**config.mk**
```make
export PLATFORM = sky130hd
export DESIGN_NAME = mem_stage
export DESIGN_NICKNAME = d
export VERILOG_FILES = /design/src/rtl/mem_stage_pkg.sv /design/src/rtl/mio_if.sv /design/src/rtl/mem_bus_router.sv /design/src/rtl/mem_int_io.sv /design/src/rtl/mem_stage.sv /design/src/rtl/mem_stage_ctrl.sv /design/src/rtl/mem_wb_reg.sv
export VERILOG_INCLUDE_DIRS = /design/src /design/src/include
export SDC_FILE = /design/constraint.sdc
export NUM_CORES = 1
export LEC_CHECK = 0
export BUFFER_PORTS_ARGS = -buffer_cell sky130_fd_sc_hd__buf_2
export CAP_MARGIN = 15
export CELL_PAD_IN_SITES_DETAIL_PLACEMENT = 0
export CELL_PAD_IN_SITES_GLOBAL_PLACEMENT = 1
export CORE_AREA = 2 2 234 236
export DETAILED_ROUTE_END_ITERATION = 8
export DIE_AREA = 0 0 236 238
export PLACE_DENSITY_LB_ADDON = 0.1
export SYNTH_ARGS = -nofsm -noshare
export SYNTH_HDL_FRONTEND = slang
export SYNTH_SLANG_ARGS = --single-unit
```
**constraint.sdc**
```tcl
create_clock -name clk_in -period 1.75 [get_ports clk_in]
set_input_delay 0.175 -clock clk_in [delete_from_list [all_inputs] [get_ports clk_in]]
set_output_delay 0.175 -clock clk_in [all_outputs]
set_load 0.01 [all_outputs]
```
**src/include/mem_stage_defines.svh**
```systemverilog
// memory stage widths and privilege mode
// address windows, timer register map, region codes
`ifndef MEM_STAGE_DEFINES_SVH
`define MEM_STAGE_DEFINES_SVH

// ----------------------------------------
// widths fixed by the ISA
`define XLEN_W          32
`define ADDR_W          32
`define SIZE_W          3              // bytes: 1, 2 or 4
`define RADDR_W         5
`define MODE_W          2
`define REGION_W        3
`define MODE_MACHINE    2'd3           // only mode allowed on timer regs

// ----------------------------------------
// address windows, mutually exclusive
`define PHY_LO          32'h1000_0000  // data cache
`define PHY_HI          32'h1FFF_FFFF
`define EXT_IO_LO       32'h4000_0000  // external I/O bus
`define EXT_IO_HI       32'h4FFF_FFFF
`define INT_IO_LO       32'hFFFF_0000  // machine timer block
`define INT_IO_HI       32'hFFFF_00FF

// timer registers, hi halves at base + 4
`define MTIME_ADDR      32'hFFFF_0000
`define MTIMECMP_ADDR   32'hFFFF_0008
`define MSIP_ADDR       32'hFFFF_0010

// region codes
`define REGION_NONE     3'd0           // no access this cycle
`define REGION_PHY      3'd1
`define REGION_INT      3'd2
`define REGION_EXT      3'd3
`define REGION_UNMAPPED 3'd4
`endif

```
**src/rtl/mem_stage_pkg.sv**
```systemverilog
// vector types of the memory stage
`include "mem_stage_defines.svh"

package mem_stage_pkg;

   typedef logic [`XLEN_W-1:0]   xlen_t;    // one data word
   typedef logic [`ADDR_W-1:0]   addr_t;    // load/store address
   typedef logic [2*`XLEN_W-1:0] dword_t;   // mtime / mtimecmp value
   typedef logic [`SIZE_W-1:0]   size_t;    // access size in bytes
   typedef logic [`RADDR_W-1:0]  raddr_t;   // destination register index
   typedef logic [`MODE_W-1:0]   mode_t;    // privilege mode

   // which target an access goes to, see REGION_* codes
   typedef logic [`REGION_W-1:0] region_t;

endpackage

```
**src/rtl/mio_if.sv**
```systemverilog
// one memory access shared by control, internal I/O,
// bus router and write-back register
`timescale 1ns/1ps

interface mio_if (input logic clk_in);
   import mem_stage_pkg::*;

   // request, from control
   logic    req;          // level, held with its fields until ack
   region_t region;       // REGION_NONE when idle
   logic    is_ld;
   logic    is_st;
   addr_t   addr;
   xlen_t   st_data;
   mode_t   mode;

   // internal I/O answer, same cycle
   logic    int_ack;
   xlen_t   int_data;
   logic    int_fault;

   // merged answer of whichever region was hit
   logic    ack;
   xlen_t   ack_data;
   logic    ack_fault;

   modport ctrl   (output req, region, is_ld, is_st, addr, st_data, mode,
                   input  ack);
   modport int_io (input  clk_in, region, is_ld, is_st, addr, st_data, mode,
                   output int_ack, int_data, int_fault);
   modport router (input  req, region, is_ld, is_st, addr, st_data,
                   input  int_ack, int_data, int_fault,
                   output ack, ack_data, ack_fault);
   modport wb     (input  is_ld, is_st, ack_data, ack_fault);
endinterface

```
**src/rtl/mem_bus_router.sv**
```systemverilog
// routes one access to the data cache or external I/O bus
// and merges the acknowledges of all regions
`timescale 1ns/1ps
`include "mem_stage_defines.svh"

module mem_bus_router
(
   input  logic                 dc_ack,
   input  mem_stage_pkg::xlen_t dc_ack_data,
   input  logic                 dc_ack_fault,
   input  logic                 eio_ack,
   input  mem_stage_pkg::xlen_t eio_ack_data,
   input  logic                 eio_ack_fault,
   output logic                 dc_req,
   output logic                 dc_rd,
   output logic                 dc_wr,
   output mem_stage_pkg::addr_t dc_addr,
   output mem_stage_pkg::xlen_t dc_wr_data,
   output logic                 eio_req,
   output logic                 eio_rd,
   output logic                 eio_wr,
   output mem_stage_pkg::addr_t eio_addr,
   output mem_stage_pkg::xlen_t eio_wr_data,
   mio_if.router                mio
);

   logic sel_ext;

   // ---------------------------------------
   // data cache, fields pass through, req qualifies them
   assign dc_req     = mio.req & (mio.region == `REGION_PHY);
   assign dc_rd      = mio.is_ld;
   assign dc_wr      = mio.is_st;
   assign dc_addr    = mio.addr;
   assign dc_wr_data = mio.st_data;

   // external bus sees zeros unless selected
   assign sel_ext = mio.req & (mio.region == `REGION_EXT);

   always_comb
   begin
      eio_req     = 1'b0;
      eio_rd      = 1'b0;
      eio_wr      = 1'b0;
      eio_addr    = '0;
      eio_wr_data = '0;
      if (sel_ext)
      begin
         eio_req     = 1'b1;
         eio_rd      = mio.is_ld;
         eio_wr      = mio.is_st;
         eio_addr    = mio.addr;
         eio_wr_data = mio.st_data;
      end
   end

   // ---------------------------------------
   // acknowledge merge
   always_comb
   begin
      mio.ack       = 1'b0;
      mio.ack_data  = '0;
      mio.ack_fault = 1'b0;
      case (mio.region)
         `REGION_PHY:
         begin
            mio.ack       = dc_ack;            // cache decides the latency
            mio.ack_data  = dc_ack_data;
            mio.ack_fault = dc_ack_fault;
         end
         `REGION_INT:
         begin
            mio.ack       = mio.int_ack;       // same cycle
            mio.ack_data  = mio.int_data;
            mio.ack_fault = mio.int_fault;
         end
         `REGION_EXT:
         begin
            mio.ack       = eio_ack;
            mio.ack_fault = eio_ack_fault;
            if (mio.is_ld & !eio_ack_fault)
               mio.ack_data = eio_ack_data;    // faulted load returns zero
         end
         `REGION_UNMAPPED:
         begin
            mio.ack       = mio.req;           // abort at once
            mio.ack_fault = mio.req;
         end
         default:
         begin
            mio.ack       = 1'b0;              // idle, nothing to answer
         end
      endcase
   end

endmodule

```
**src/rtl/mem_int_io.sv**
```systemverilog
// internal I/O: machine timer and msip register access,
// write strobes, read mux and access faults
`timescale 1ns/1ps
`include "mem_stage_defines.svh"

module mem_int_io
(
   input  logic                  xfer_in,
   input  mem_stage_pkg::dword_t mtime,
   input  mem_stage_pkg::dword_t mtimecmp,
   input  mem_stage_pkg::xlen_t  msip_reg,
   output logic                  mtime_lo_wr,
   output logic                  mtime_hi_wr,
   output logic                  mtimecmp_lo_wr,
   output logic                  mtimecmp_hi_wr,
   output logic                  msip_wr,
   output mem_stage_pkg::xlen_t  mmr_wr_data,
   mio_if.int_io                 mio
);
   import mem_stage_pkg::*;

   logic  sel;                                 // access decoded to this block
   logic  mach;
   logic  hit_mtime_lo;
   logic  hit_mtime_hi;
   logic  hit_cmp_lo;
   logic  hit_cmp_hi;
   logic  hit_msip;
   logic  known;
   logic  wr_ok;
   xlen_t rd_word;

   assign sel  = (mio.region == `REGION_INT);
   assign mach = (mio.mode == `MODE_MACHINE);

   assign hit_mtime_lo = (mio.addr == `MTIME_ADDR);
   assign hit_mtime_hi = (mio.addr == (`MTIME_ADDR + 32'd4));
   assign hit_cmp_lo   = (mio.addr == `MTIMECMP_ADDR);
   assign hit_cmp_hi   = (mio.addr == (`MTIMECMP_ADDR + 32'd4));
   assign hit_msip     = (mio.addr == `MSIP_ADDR);
   assign known = hit_mtime_lo | hit_mtime_hi | hit_cmp_lo | hit_cmp_hi | hit_msip;
   assign wr_ok = sel & mach & known & mio.is_st;   // machine mode store to a real register

   // ---------------------------------------
   // read side
   always_comb
   begin
      rd_word = '0;
      if (hit_mtime_lo)
         rd_word = mtime[`XLEN_W-1:0];
      else if (hit_mtime_hi)
         rd_word = mtime[2*`XLEN_W-1:`XLEN_W];
      else if (hit_cmp_lo)
         rd_word = mtimecmp[`XLEN_W-1:0];
      else if (hit_cmp_hi)
         rd_word = mtimecmp[2*`XLEN_W-1:`XLEN_W];
      else if (hit_msip)
         rd_word = msip_reg;
   end

   // ---------------------------------------
   // answer, every internal access is acknowledged at once
   assign mio.int_ack   = sel;
   assign mio.int_data  = (sel & mach & mio.is_ld) ? rd_word : '0;
   assign mio.int_fault = sel & !(mach & known);   // wrong mode or no such register

   // write strobes, only in the transfer cycle
   assign mtime_lo_wr    = wr_ok & xfer_in & hit_mtime_lo;
   assign mtime_hi_wr    = wr_ok & xfer_in & hit_mtime_hi;
   assign mtimecmp_lo_wr = wr_ok & xfer_in & hit_cmp_lo;
   assign mtimecmp_hi_wr = wr_ok & xfer_in & hit_cmp_hi;
   assign msip_wr        = wr_ok & xfer_in & hit_msip;
   assign mmr_wr_data    = mio.st_data;

   // ---------------------------------------
   // checks
   a_one_strobe: assert property (@(posedge mio.clk_in)
      $onehot0({mtime_lo_wr, mtime_hi_wr, mtimecmp_lo_wr, mtimecmp_hi_wr, msip_wr}));

endmodule

```
**src/rtl/mem_stage.sv**
```systemverilog
// memory stage top level
// control, internal I/O, bus router and write-back register
`timescale 1ns/1ps

module mem_stage
(
   input  logic                  clk_in,
   input  logic                  arst_n,
   input  logic                  cpu_halt,
   input  logic                  pipe_flush,
   // execute side
   input  logic                  e2m_valid,
   output logic                  e2m_rdy,
   input  logic                  e2m_is_ld,
   input  logic                  e2m_is_st,
   input  mem_stage_pkg::addr_t  e2m_addr,
   input  mem_stage_pkg::xlen_t  e2m_st_data,
   input  mem_stage_pkg::size_t  e2m_size,
   input  logic                  e2m_zero_ext,
   input  mem_stage_pkg::mode_t  e2m_mode,
   input  logic                  e2m_rd_wr,
   input  mem_stage_pkg::raddr_t e2m_rd_addr,
   input  mem_stage_pkg::xlen_t  e2m_rd_data,
   // data cache
   output logic                  dc_req,
   output logic                  dc_rd,
   output logic                  dc_wr,
   output mem_stage_pkg::addr_t  dc_addr,
   output mem_stage_pkg::xlen_t  dc_wr_data,
   output mem_stage_pkg::size_t  dc_size,
   output logic                  dc_zero_ext,
   input  logic                  dc_ack,
   input  mem_stage_pkg::xlen_t  dc_ack_data,
   input  logic                  dc_ack_fault,
   // external I/O
   output logic                  eio_req,
   output logic                  eio_rd,
   output logic                  eio_wr,
   output mem_stage_pkg::addr_t  eio_addr,
   output mem_stage_pkg::xlen_t  eio_wr_data,
   input  logic                  eio_ack,
   input  mem_stage_pkg::xlen_t  eio_ack_data,
   input  logic                  eio_ack_fault,
   // machine timer registers
   input  mem_stage_pkg::dword_t mtime,
   input  mem_stage_pkg::dword_t mtimecmp,
   input  mem_stage_pkg::xlen_t  msip_reg,
   output logic                  mtime_lo_wr,
   output logic                  mtime_hi_wr,
   output logic                  mtimecmp_lo_wr,
   output logic                  mtimecmp_hi_wr,
   output logic                  msip_wr,
   output mem_stage_pkg::xlen_t  mmr_wr_data,
   // write-back side
   output logic                  m2w_valid,
   input  logic                  m2w_rdy,
   output logic                  m2w_rd_wr,
   output mem_stage_pkg::raddr_t m2w_rd_addr,
   output mem_stage_pkg::xlen_t  m2w_rd_data,
   output mem_stage_pkg::addr_t  m2w_ls_addr,
   output logic                  m2w_fault
);

   logic xfer_in;                              // execute -> memory transfer

   mio_if mio (.clk_in(clk_in));

   // size and zero-extend only matter to the cache
   assign dc_size     = e2m_size;
   assign dc_zero_ext = e2m_zero_ext;

   mem_stage_ctrl ctrl_inst     (.mio(mio), .*);
   mem_int_io     int_io_inst   (.mio(mio), .*);
   mem_bus_router router_inst   (.mio(mio), .*);
   mem_wb_reg     wb_reg_inst   (.mio(mio), .*);

endmodule

```
**src/rtl/mem_stage_ctrl.sv**
```systemverilog
// memory stage control: output register full flag, handshakes,
// request gating and address region decode
`timescale 1ns/1ps
`include "mem_stage_defines.svh"

module mem_stage_ctrl
(
   input  logic                 clk_in,
   input  logic                 arst_n,
   input  logic                 cpu_halt,
   input  logic                 pipe_flush,
   input  logic                 e2m_valid,
   input  logic                 e2m_is_ld,
   input  logic                 e2m_is_st,
   input  mem_stage_pkg::addr_t e2m_addr,
   input  mem_stage_pkg::xlen_t e2m_st_data,
   input  mem_stage_pkg::mode_t e2m_mode,
   input  logic                 m2w_rdy,
   output logic                 e2m_rdy,
   output logic                 m2w_valid,
   output logic                 xfer_in,       // execute -> memory transfer
   mio_if.ctrl                  mio
);

   logic full;                                 // output register holds an item
   logic xfer_out;                             // memory -> write-back transfer
   logic is_ls;
   logic room;                                 // register empty or draining now
   logic in_phy;
   logic in_int;
   logic in_ext;

   // ---------------------------------------
   // handshakes
   assign is_ls     = e2m_is_ld | e2m_is_st;
   assign m2w_valid = full & !cpu_halt;        // halt freezes the output side too
   assign xfer_out  = m2w_valid & m2w_rdy;
   assign room      = !full | xfer_out;

   // rdy only toward a presented instruction; load/store waits for ack
   assign e2m_rdy = e2m_valid & !cpu_halt & (!is_ls | mio.ack) & room;
   assign xfer_in = e2m_valid & e2m_rdy;

   always_ff @(posedge clk_in or negedge arst_n)
   begin
      if (!arst_n)
         full <= 1'b0;
      else if (pipe_flush)
         full <= 1'b0;                         // drop the item in flight
      else if (xfer_in)
         full <= 1'b1;
      else if (xfer_out)
         full <= 1'b0;
   end

   // ---------------------------------------
   // request, held back while the register cannot take the result
   assign mio.req     = e2m_valid & !cpu_halt & is_ls & room;
   assign mio.is_ld   = e2m_is_ld;
   assign mio.is_st   = e2m_is_st;
   assign mio.addr    = e2m_addr;
   assign mio.st_data = e2m_st_data;
   assign mio.mode    = e2m_mode;

   assign in_phy = (e2m_addr >= `PHY_LO)    & (e2m_addr <= `PHY_HI);
   assign in_int = (e2m_addr >= `INT_IO_LO) & (e2m_addr <= `INT_IO_HI);
   assign in_ext = (e2m_addr >= `EXT_IO_LO) & (e2m_addr <= `EXT_IO_HI);

   always_comb
   begin
      if (!mio.req)
         mio.region = `REGION_NONE;
      else if (in_phy)
         mio.region = `REGION_PHY;
      else if (in_int)
         mio.region = `REGION_INT;
      else if (in_ext)
         mio.region = `REGION_EXT;
      else
         mio.region = `REGION_UNMAPPED;        // answered at once with a fault
   end

   // ---------------------------------------
   // checks
   // windows are disjoint, so the priority order above never hides one
   a_region_window: assert property (@(posedge clk_in) disable iff (!arst_n)
      $onehot0({in_phy, in_int, in_ext}));

   // a stalled result stays offered until write-back takes it
   a_m2w_hold: assert property (@(posedge clk_in) disable iff (!arst_n)
      ($past(m2w_valid & !m2w_rdy & !pipe_flush) & !cpu_halt) |-> m2w_valid);

endmodule

```
**src/rtl/mem_wb_reg.sv**
```systemverilog
// memory to write-back pipeline register
// load data or execute result, plus access fault
`timescale 1ns/1ps

module mem_wb_reg
(
   input  logic                  clk_in,
   input  logic                  arst_n,
   input  logic                  xfer_in,
   input  logic                  e2m_rd_wr,
   input  mem_stage_pkg::raddr_t e2m_rd_addr,
   input  mem_stage_pkg::xlen_t  e2m_rd_data,
   input  mem_stage_pkg::addr_t  e2m_addr,
   output logic                  m2w_rd_wr,
   output mem_stage_pkg::raddr_t m2w_rd_addr,
   output mem_stage_pkg::xlen_t  m2w_rd_data,
   output mem_stage_pkg::addr_t  m2w_ls_addr,
   output logic                  m2w_fault,
   mio_if.wb                     mio
);
   import mem_stage_pkg::*;

   xlen_t rd_next;
   logic  fault_next;

   // loads take the acknowledged word, everything else the alu result
   assign rd_next    = mio.is_ld ? mio.ack_data : e2m_rd_data;
   assign fault_next = (mio.is_ld | mio.is_st) & mio.ack_fault;

   always_ff @(posedge clk_in or negedge arst_n)
   begin
      if (!arst_n)
      begin
         m2w_rd_wr   <= 1'b0;
         m2w_rd_addr <= '0;
         m2w_rd_data <= '0;
         m2w_ls_addr <= '0;
         m2w_fault   <= 1'b0;
      end
      else if (xfer_in)                        // one item in flight
      begin
         m2w_rd_wr   <= e2m_rd_wr;
         m2w_rd_addr <= e2m_rd_addr;
         m2w_rd_data <= rd_next;
         m2w_ls_addr <= e2m_addr;              // for fault reporting in write-back
         m2w_fault   <= fault_next;
      end
   end

endmodule

```
# After elaboration in Yosys (flattened, before gate mapping)
# Cells that the tools add are included.
[totals]
reg_bits = 72
latch_bits = 0
mem_bits_rw = 0
romBits = 0
input_bits = 344
output_inout_bits = 248
word_cells = 85
memories = 0
[op_classes]
n_addsub = 0
mul = 0
div = 0
n_lt_le_gt_ge = 6
eq_ne = 10
shift = 0
n_mux = 23
n_bitwise = 34
n_reduce_logical = 6
[ops]
columns = ["op", "n"]
rows = [
  ["two-way mux 32 bit", 10],
  ["equality test 32 bit, second input constant", 5],
  ["case mux 32 bit (3 select lines)", 1],
  ["greater-or-equal comparator 32 x 29 -> 1 bit, second input constant", 1],
  ["greater-or-equal comparator 32 x 31 -> 1 bit, second input constant", 1],
  ["greater-or-equal comparator 32 bit, second input constant", 1],
  ["less-or-equal comparator 32 x 29 -> 1 bit, second input constant", 1],
  ["less-or-equal comparator 32 x 31 -> 1 bit, second input constant", 1],
  ["less-or-equal comparator 32 bit, second input constant", 1],
  ["bitwise AND 1 bit", 27],
  ["two-way mux 3 bit", 4],
  ["case mux 1 bit (4 select lines)", 2],
  ["OR 1 bit", 7],
  ["equality test 3 x 2 -> 1 bit, second input constant", 2],
  ["two-way mux 1 bit", 6],
  ["zero test 1 bit", 5],
  ["equality test 3 x 1 -> 1 bit, second input constant", 1],
  ["equality test 3 bit, second input constant", 1],
  ["nonzero test 3 bit", 1],
  ["equality test 2 bit, second input constant", 1],
]

# Logic depth before layout (Yosys ltp)
[logic_depth]
word_depth = 14
depth_mapped = 10
ltp_nobuf = 7

# Cells and area by module
# A second synthesis with hierarchy kept.
[hier_totals]
hier_cells = 928
hier_area_um2 = 7674.9
[by_module_without_submodules]
columns = ["module", "n_inst", "cells_per_inst", "area_each_um2", "seq_area_each_um2"]
rows = [
  ["mem_wb_reg", 1, 224, 3029.2, 1776.7],
  ["mem_int_io", 1, 369, 2223.4, 0.0],
  ["mem_bus_router", 1, 233, 1682.9, 0.0],
  ["mem_stage_ctrl", 1, 98, 709.4, 25.0],
  ["mem_stage", 1, 4, 30.0, 0.0],
]

# Worst setup path after synthesis
# OpenSTA, ideal clock, no wires.
[synth_timing]
path_kind = "input to output"
from = "input port e2m_addr[11]"
to = "output port mtime_hi_wr"
arrival_ns = 1.696
t_required_ns = 1.575
setup_slack_ns = -0.121
cell_stages = 5
path_buffers = 0
cell_sequence = "or4_4 -> nor2_4 -> nand4_1 -> or2_0 -> nor4_1"
[synth_between]
elab_chain_len = 14
elab_cells_between_ends = 36
cone_classes = "6 x order compare; 9 x eq/ne; 5 x mux; 16 x bitwise"
[synth_lines]
columns = ["element", "line_no", "rtl"]
rows = [
  ["start, declared", "mem_stage.sv:16", "input mem_stage_pkg::addr_t e2m_addr,"],
  ["greater-or-equal comparator 32 x 31 -> 1 bit (no source line) or less-or-equal comparator 32 x 31 -> 1 bit (tied branches)", "n/a", ""],
  ["bitwise AND 1 bit", "mem_stage_ctrl.sv:67", "assign in_ext = (e2m_addr >= `EXT_IO_LO) & (e2m_addr <= `EXT_IO_HI);"],
  ["two-way mux 3 bit", "mem_stage_ctrl.sv:77", "else if (in_ext)"],
  ["two-way mux 3 bit", "mem_stage_ctrl.sv:75", "else if (in_int)"],
  ["two-way mux 3 bit", "mem_stage_ctrl.sv:73", "else if (in_phy)"],
  ["two-way mux 3 bit", "mem_stage_ctrl.sv:71", "if (!mio.req)"],
  ["equality test 3 bit (tied with other cells)", "mem_bus_router.sv:64", "case (mio.region)"],
  ["case mux 1 bit (4 select lines)", "mem_bus_router.sv:64", ""],
  ["OR 1 bit", "mem_stage_ctrl.sv:41", "assign e2m_rdy = e2m_valid & !cpu_halt & (!is_ls | mio.ack) & room;"],
  ["bitwise AND 1 bit (2 in a row)", "mem_stage_ctrl.sv:41", ""],
  ["bitwise AND 1 bit", "mem_stage_ctrl.sv:42", "assign xfer_in = e2m_valid & e2m_rdy;"],
  ["bitwise AND 1 bit", "mem_int_io.sv:69", "assign mtime_hi_wr = wr_ok & xfer_in & hit_mtime_hi;"],
  ["bitwise AND 1 bit *", "mem_int_io.sv:69", ""],
  ["end, declared", "mem_stage.sv:49", "output logic mtime_hi_wr,"],
]
# Mark *: on every way between the ends. The rest lies on a longest branch, timed or not.

# Final worst setup path
[layout_timing]
from = "register ctrl_inst.full"
to = "output port eio_wr_data[27]"
[layout_between]
elab_chain_len = 8
elab_cells_between_ends = 9
cone_classes = "1 x eq/ne; 2 x mux; 5 x bitwise; 1 x reduce/logical"
[layout_lines]
columns = ["element", "line_no", "rtl"]
rows = [
  ["start, declared", "mem_stage_ctrl.sv:25", "logic full;"],
  ["start signal, assigned", "mem_stage_ctrl.sv:47", "full <= 1'b0;"],
  ["start signal, assigned", "mem_stage_ctrl.sv:49", "full <= 1'b0;"],
  ["start signal, assigned", "mem_stage_ctrl.sv:51", "full <= 1'b1;"],
  ["bitwise AND 1 bit", "mem_stage_ctrl.sv:36", "assign m2w_valid = full & !cpu_halt;"],
  ["bitwise AND 1 bit", "mem_stage_ctrl.sv:37", "assign xfer_out = m2w_valid & m2w_rdy;"],
  ["OR 1 bit *", "mem_stage_ctrl.sv:38", "assign room = !full | xfer_out;"],
  ["bitwise AND 1 bit *", "mem_stage_ctrl.sv:58", "assign mio.req = e2m_valid & !cpu_halt & is_ls & room;"],
  ["two-way mux 3 bit", "mem_stage_ctrl.sv:71", ""],
  ["equality test 3 x 2 -> 1 bit (no source line)", "n/a", ""],
  ["bitwise AND 1 bit *", "mem_bus_router.sv:38", "assign sel_ext = mio.req & (mio.region == `REGION_EXT);"],
  ["two-way mux 32 bit *", "mem_bus_router.sv:47", "if (sel_ext)"],
  ["end, declared", "mem_stage.sv:40", "output mem_stage_pkg::xlen_t eio_wr_data,"],
]
# Marked as above.

==> impl_metrics.toml <==
[run_status]
status = "complete, but fails checks"
violations = "negative setup slack"

[pwr]
leakage_nw = 6.190
cellPowerDensity_mw_per_mm2 = 558.9
max-vdd-ir-drop_v = 0.0004863

[timing]
final-setup-viol-count = 128
setup_tns_ps = -35760
whs_ps = 113.2
max_freq_ghz = 0.4637
relSlewSlack_pct = 61.88
post-route-period-util_pct = 123.2
rsz0062_at_grt = "true"
fin_ws_ps = -406.7
tightest_slew_ps = 565.8
drv_slew = 0
finClkSkew_ps = 9.663
hold_violations = 0
fin_crit_ps = 2157

[setup_path]
cp-end-kind = "output pin"
crit_type = "register to output pin"
path_max_fanout = 11
r2r-start = "ctrl_inst.full"
reg2reg_slack_ps = -310
r2r-end = "wb_reg_inst.m2w_rd_data[12]"
arrival_ps = 1980
reg2reg_depth = 10
required_ps = 1570
start_kind = "register"

[logic_synthesis]
syn_area_per_cell_um2 = 7.730
synth-seq-area-share_pct = 26.73
ys_warn_count = 0
synth-seq-cells = 72
synthArstFlopShare_pct = 100.0
netlist_area_mm2 = 0.006740
synthCells = 872
yosysUniqueCellTypes = 48
synth_edf_count = 0
yosys_most_used_dff = "dfrtp_1"

[worst_hold_path]
hold_path.class = "input pin to register"
min_from = "e2m_addr[13]"
holdPathStages = 4
hold_end = "wb_reg_inst.m2w_ls_addr[13]"

[detailed_routing]
drc = 0
via_count = 8572
drtIter0Drc = 297
wl_per_cell_um = 21.60
routed_wl_um = 46550
viasPerCell = 3.978
ant_nets = 0
firstDrtPassIters = 4

[floorplan]
dieArea_mm2 = 0.05617
start_util_pct = 12.60
num_io_pins = 592
rows = 85
fp.dieH_um = 238
die_x_um = 236
core_area_mm2 = 0.05350

[place]
dp_hpwl_um = 34920
dp_cells = 2082
port_buffers = 580
post_dp_cell_area_mm2 = 0.01057
gp_congestion = 0.7687

[clock_tree]
cts_buffers = 9
clockRootBuffer = "clkbuf_16"
clk_pin_slew_ps = 60
clock-sinks = 72
clk_path_buf_depth = 2
cts_tree = "done"
clock_latency_ps = 380
htreeDepth = 3

[final_layout]
fin_cells = 2155
nets = 1788
syn_to_final_growth_pct = 81.03
final_area_mm2 = 0.01220
drive_gt1_share_pct = 58.11
nFillCells = 6062

[grt]
grt_first_pass_wirelength_um = 63530
grt_start_max_net_pins = 63
antenna_found_initial = 13
grt-ovfl-total = 0
grt_pass1_vias = 8815
grt_use_total_pct = 15.72

[job]
drv_cap = 0
[through the flow]
stage / setup slack [ps] / utilization (%) / total power [mW]
global placement: -461.7 / 19.75 / 4.418
CTS: -453.0 / 21.70 / 6.883
global route: -555.2 / 22.80 / 7.271
floorplan: -52.27 / - / 3.169
finish: -406.7 / 22.81 / 6.820
detailed placement: -436.8 / 19.75 / 4.406
[metal layers]
layer | vias to the layer above | GRT usage (%) | part of all wire (%)
met5 | - | 0 | 0.073
met4 | 6 | 4.227 | 1.4
met3 | 37 | 3.621 | 4.9
met2 | 255 | 27.31 | 50
met1 | 4102 | 19.45 | 43
li1 | 4172 | - | -
[synth_stat cells (all sizes together) (5+ instances only)]
| master | instances | area, um2 |
|---|---|---|
| o22ai | 64 | 400.4 |
| nor4 | 7 | 80.07 |
| nand2b | 33 | 206.5 |
| a21oi | 62 | 310.3 |
| a22oi | 32 | 240.2 |
| and2 | 62 | 389.1 |
| o21ai | 8 | 43.79 |
| and3 | 32 | 201.5 |
| a21boi | 31 | 232.7 |
| nor2b | 5 | 31.28 |
| buf | 127 | 925.9 |
| nand2 | 151 | 574.3 |
| clkbuf | 50 | 207.7 |
| nor3 | 5 | 25.02 |
| mux2i | 31 | 310.3 |
| nor2 | 10 | 47.55 |
| inv | 6 | 22.52 |
| o211ai | 29 | 217.7 |
| nand4 | 7 | 43.79 |
| o22a | 29 | 254.0 |
| dfrtp | 72 | 1802 |
[worst max-delay path by stage]
| stage | startpoint | to | slack (ps) | cells past startpoint |
|---|---|---|---|---|
| finish | ctrl_inst.full | eio_wr_data[27] | -410 | 8 |
| CTS | ctrl_inst.full | mtime_hi_wr | -450 | 8 |
| global placement | e2m_addr[5] | mtime_lo_wr | -460 | 10 |
| global route | ctrl_inst.full | eio_wr_data[20] | -560 | 8 |
| floorplan | e2m_addr[11] | msip_wr | -50 | 5 |
| detailed placement | e2m_addr[11] | wb_reg_inst.m2w_rd_data[29] | -440 | 9 |
[placed cells by master, fill, tap and decap left out, types with 3 or more instances in the layout]
| master | netlist | routed |
|---|---|---|
| diode_2 | 0 | 10 |
| o22a_1 | 29 | 29 |
| nor3_1 | 5 | 3 |
| buf_6 | 4 | 30 |
| mux2i_1 | 31 | 31 |
| o21ai_0 | 7 | 7 |
| buf_8 | 0 | 5 |
| and2_1 | 61 | 55 |
| buf_12 | 0 | 32 |
| dfrtp_1 | 72 | 72 |
| o211ai_1 | 29 | 29 |
| buf_4 | 107 | 80 |
| buf_16 | 0 | 6 |
| nor2_1 | 8 | 5 |
| nand4_1 | 7 | 7 |
| a21boi_0 | 31 | 31 |
| and2_4 | 0 | 6 |
| a22oi_2 | 0 | 7 |
| nor2_4 | 1 | 4 |
| a21oi_2 | 0 | 10 |
| and3_1 | 31 | 29 |
| a21oi_1 | 62 | 51 |
| o22ai_1 | 64 | 63 |
| dlygate4sd3_1 | 0 | 8 |
| nor4_4 | 2 | 4 |
| nand2_2 | 0 | 35 |
| inv_1 | 6 | 4 |
| a22oi_1 | 32 | 25 |
| clkbuf_16 | 0 | 17 |
| nand2_4 | 1 | 8 |
| conb_1 | 1 | 3 |
| nor2b_1 | 5 | 5 |
| nand2b_1 | 33 | 33 |
| buf_2 | 14 | 566 |
| nand2_1 | 150 | 108 |
[final cells by class]
type / count / area [um2] / area share (%)
diodes: 10 / 25.02 / 0.2051
flip-flops and latches: 72 / 1802 / 14.77
repair buffers: 737 / 4997 / 40.96
multi-input cells: 618 / 4150 / 34.01
clock inverters: 5 / 78.83 / 0.6460
inverters: 6 / 25.02 / 0.2051
well taps: 696 / 870.8 / 7.137
clock buffers: 11 / 252.7 / 2.071
[timing repair]
item,in CTS,in global routing
gates cloned,9,8
endpoints found under the hold margin,31,0
buffers inserted,17,11
resized for setup,66,97
hold buffers,8,0
pin swaps,18,47
setup endpoints to repair,107,142
[power by group]
part | leakage, nW | internal (mW) | total [mW] | switching (mW)
sequential | 0.895 | 1.92 | 2.06 | 0.137
combinational | 5.13 | 1.22 | 2.55 | 1.34
clock | 0.166 | 1.32 | 2.21 | 0.882
[flip-flops by register name, summed over array words and instances, names as in the netlist]
signal	flops
wb_reg_inst.m2w_rd_addr	5
wb_reg_inst.m2w_rd_data	32
wb_reg_inst.m2w_ls_addr	32
wb_reg_inst.m2w_rd_wr	1
ctrl_inst.full	1
wb_reg_inst.m2w_fault	1
[cells by family after synthesis]
kind of cell / Yosys count / synth area share, %
AO/OA/AOI/OAI: 261 / 26.01
buffers and inverters: 184 / 17.28
flip-flops: 72 / 26.73
multiplexers: 32 / 4.938
other: 1 / 0.05564
AND/OR/NAND/NOR: 322 / 24.99
[critical path, stage by stage (launching register included)]
cell and delay [ps]:
dfrtp_1 380, nand2b_1 130, nand4bb_4 150, buf_6 150
nor4_4 170, buf_4 210, clkbuf_16 170, and2_1 110
buf_2 120
(Power assumes the default switching activity.)
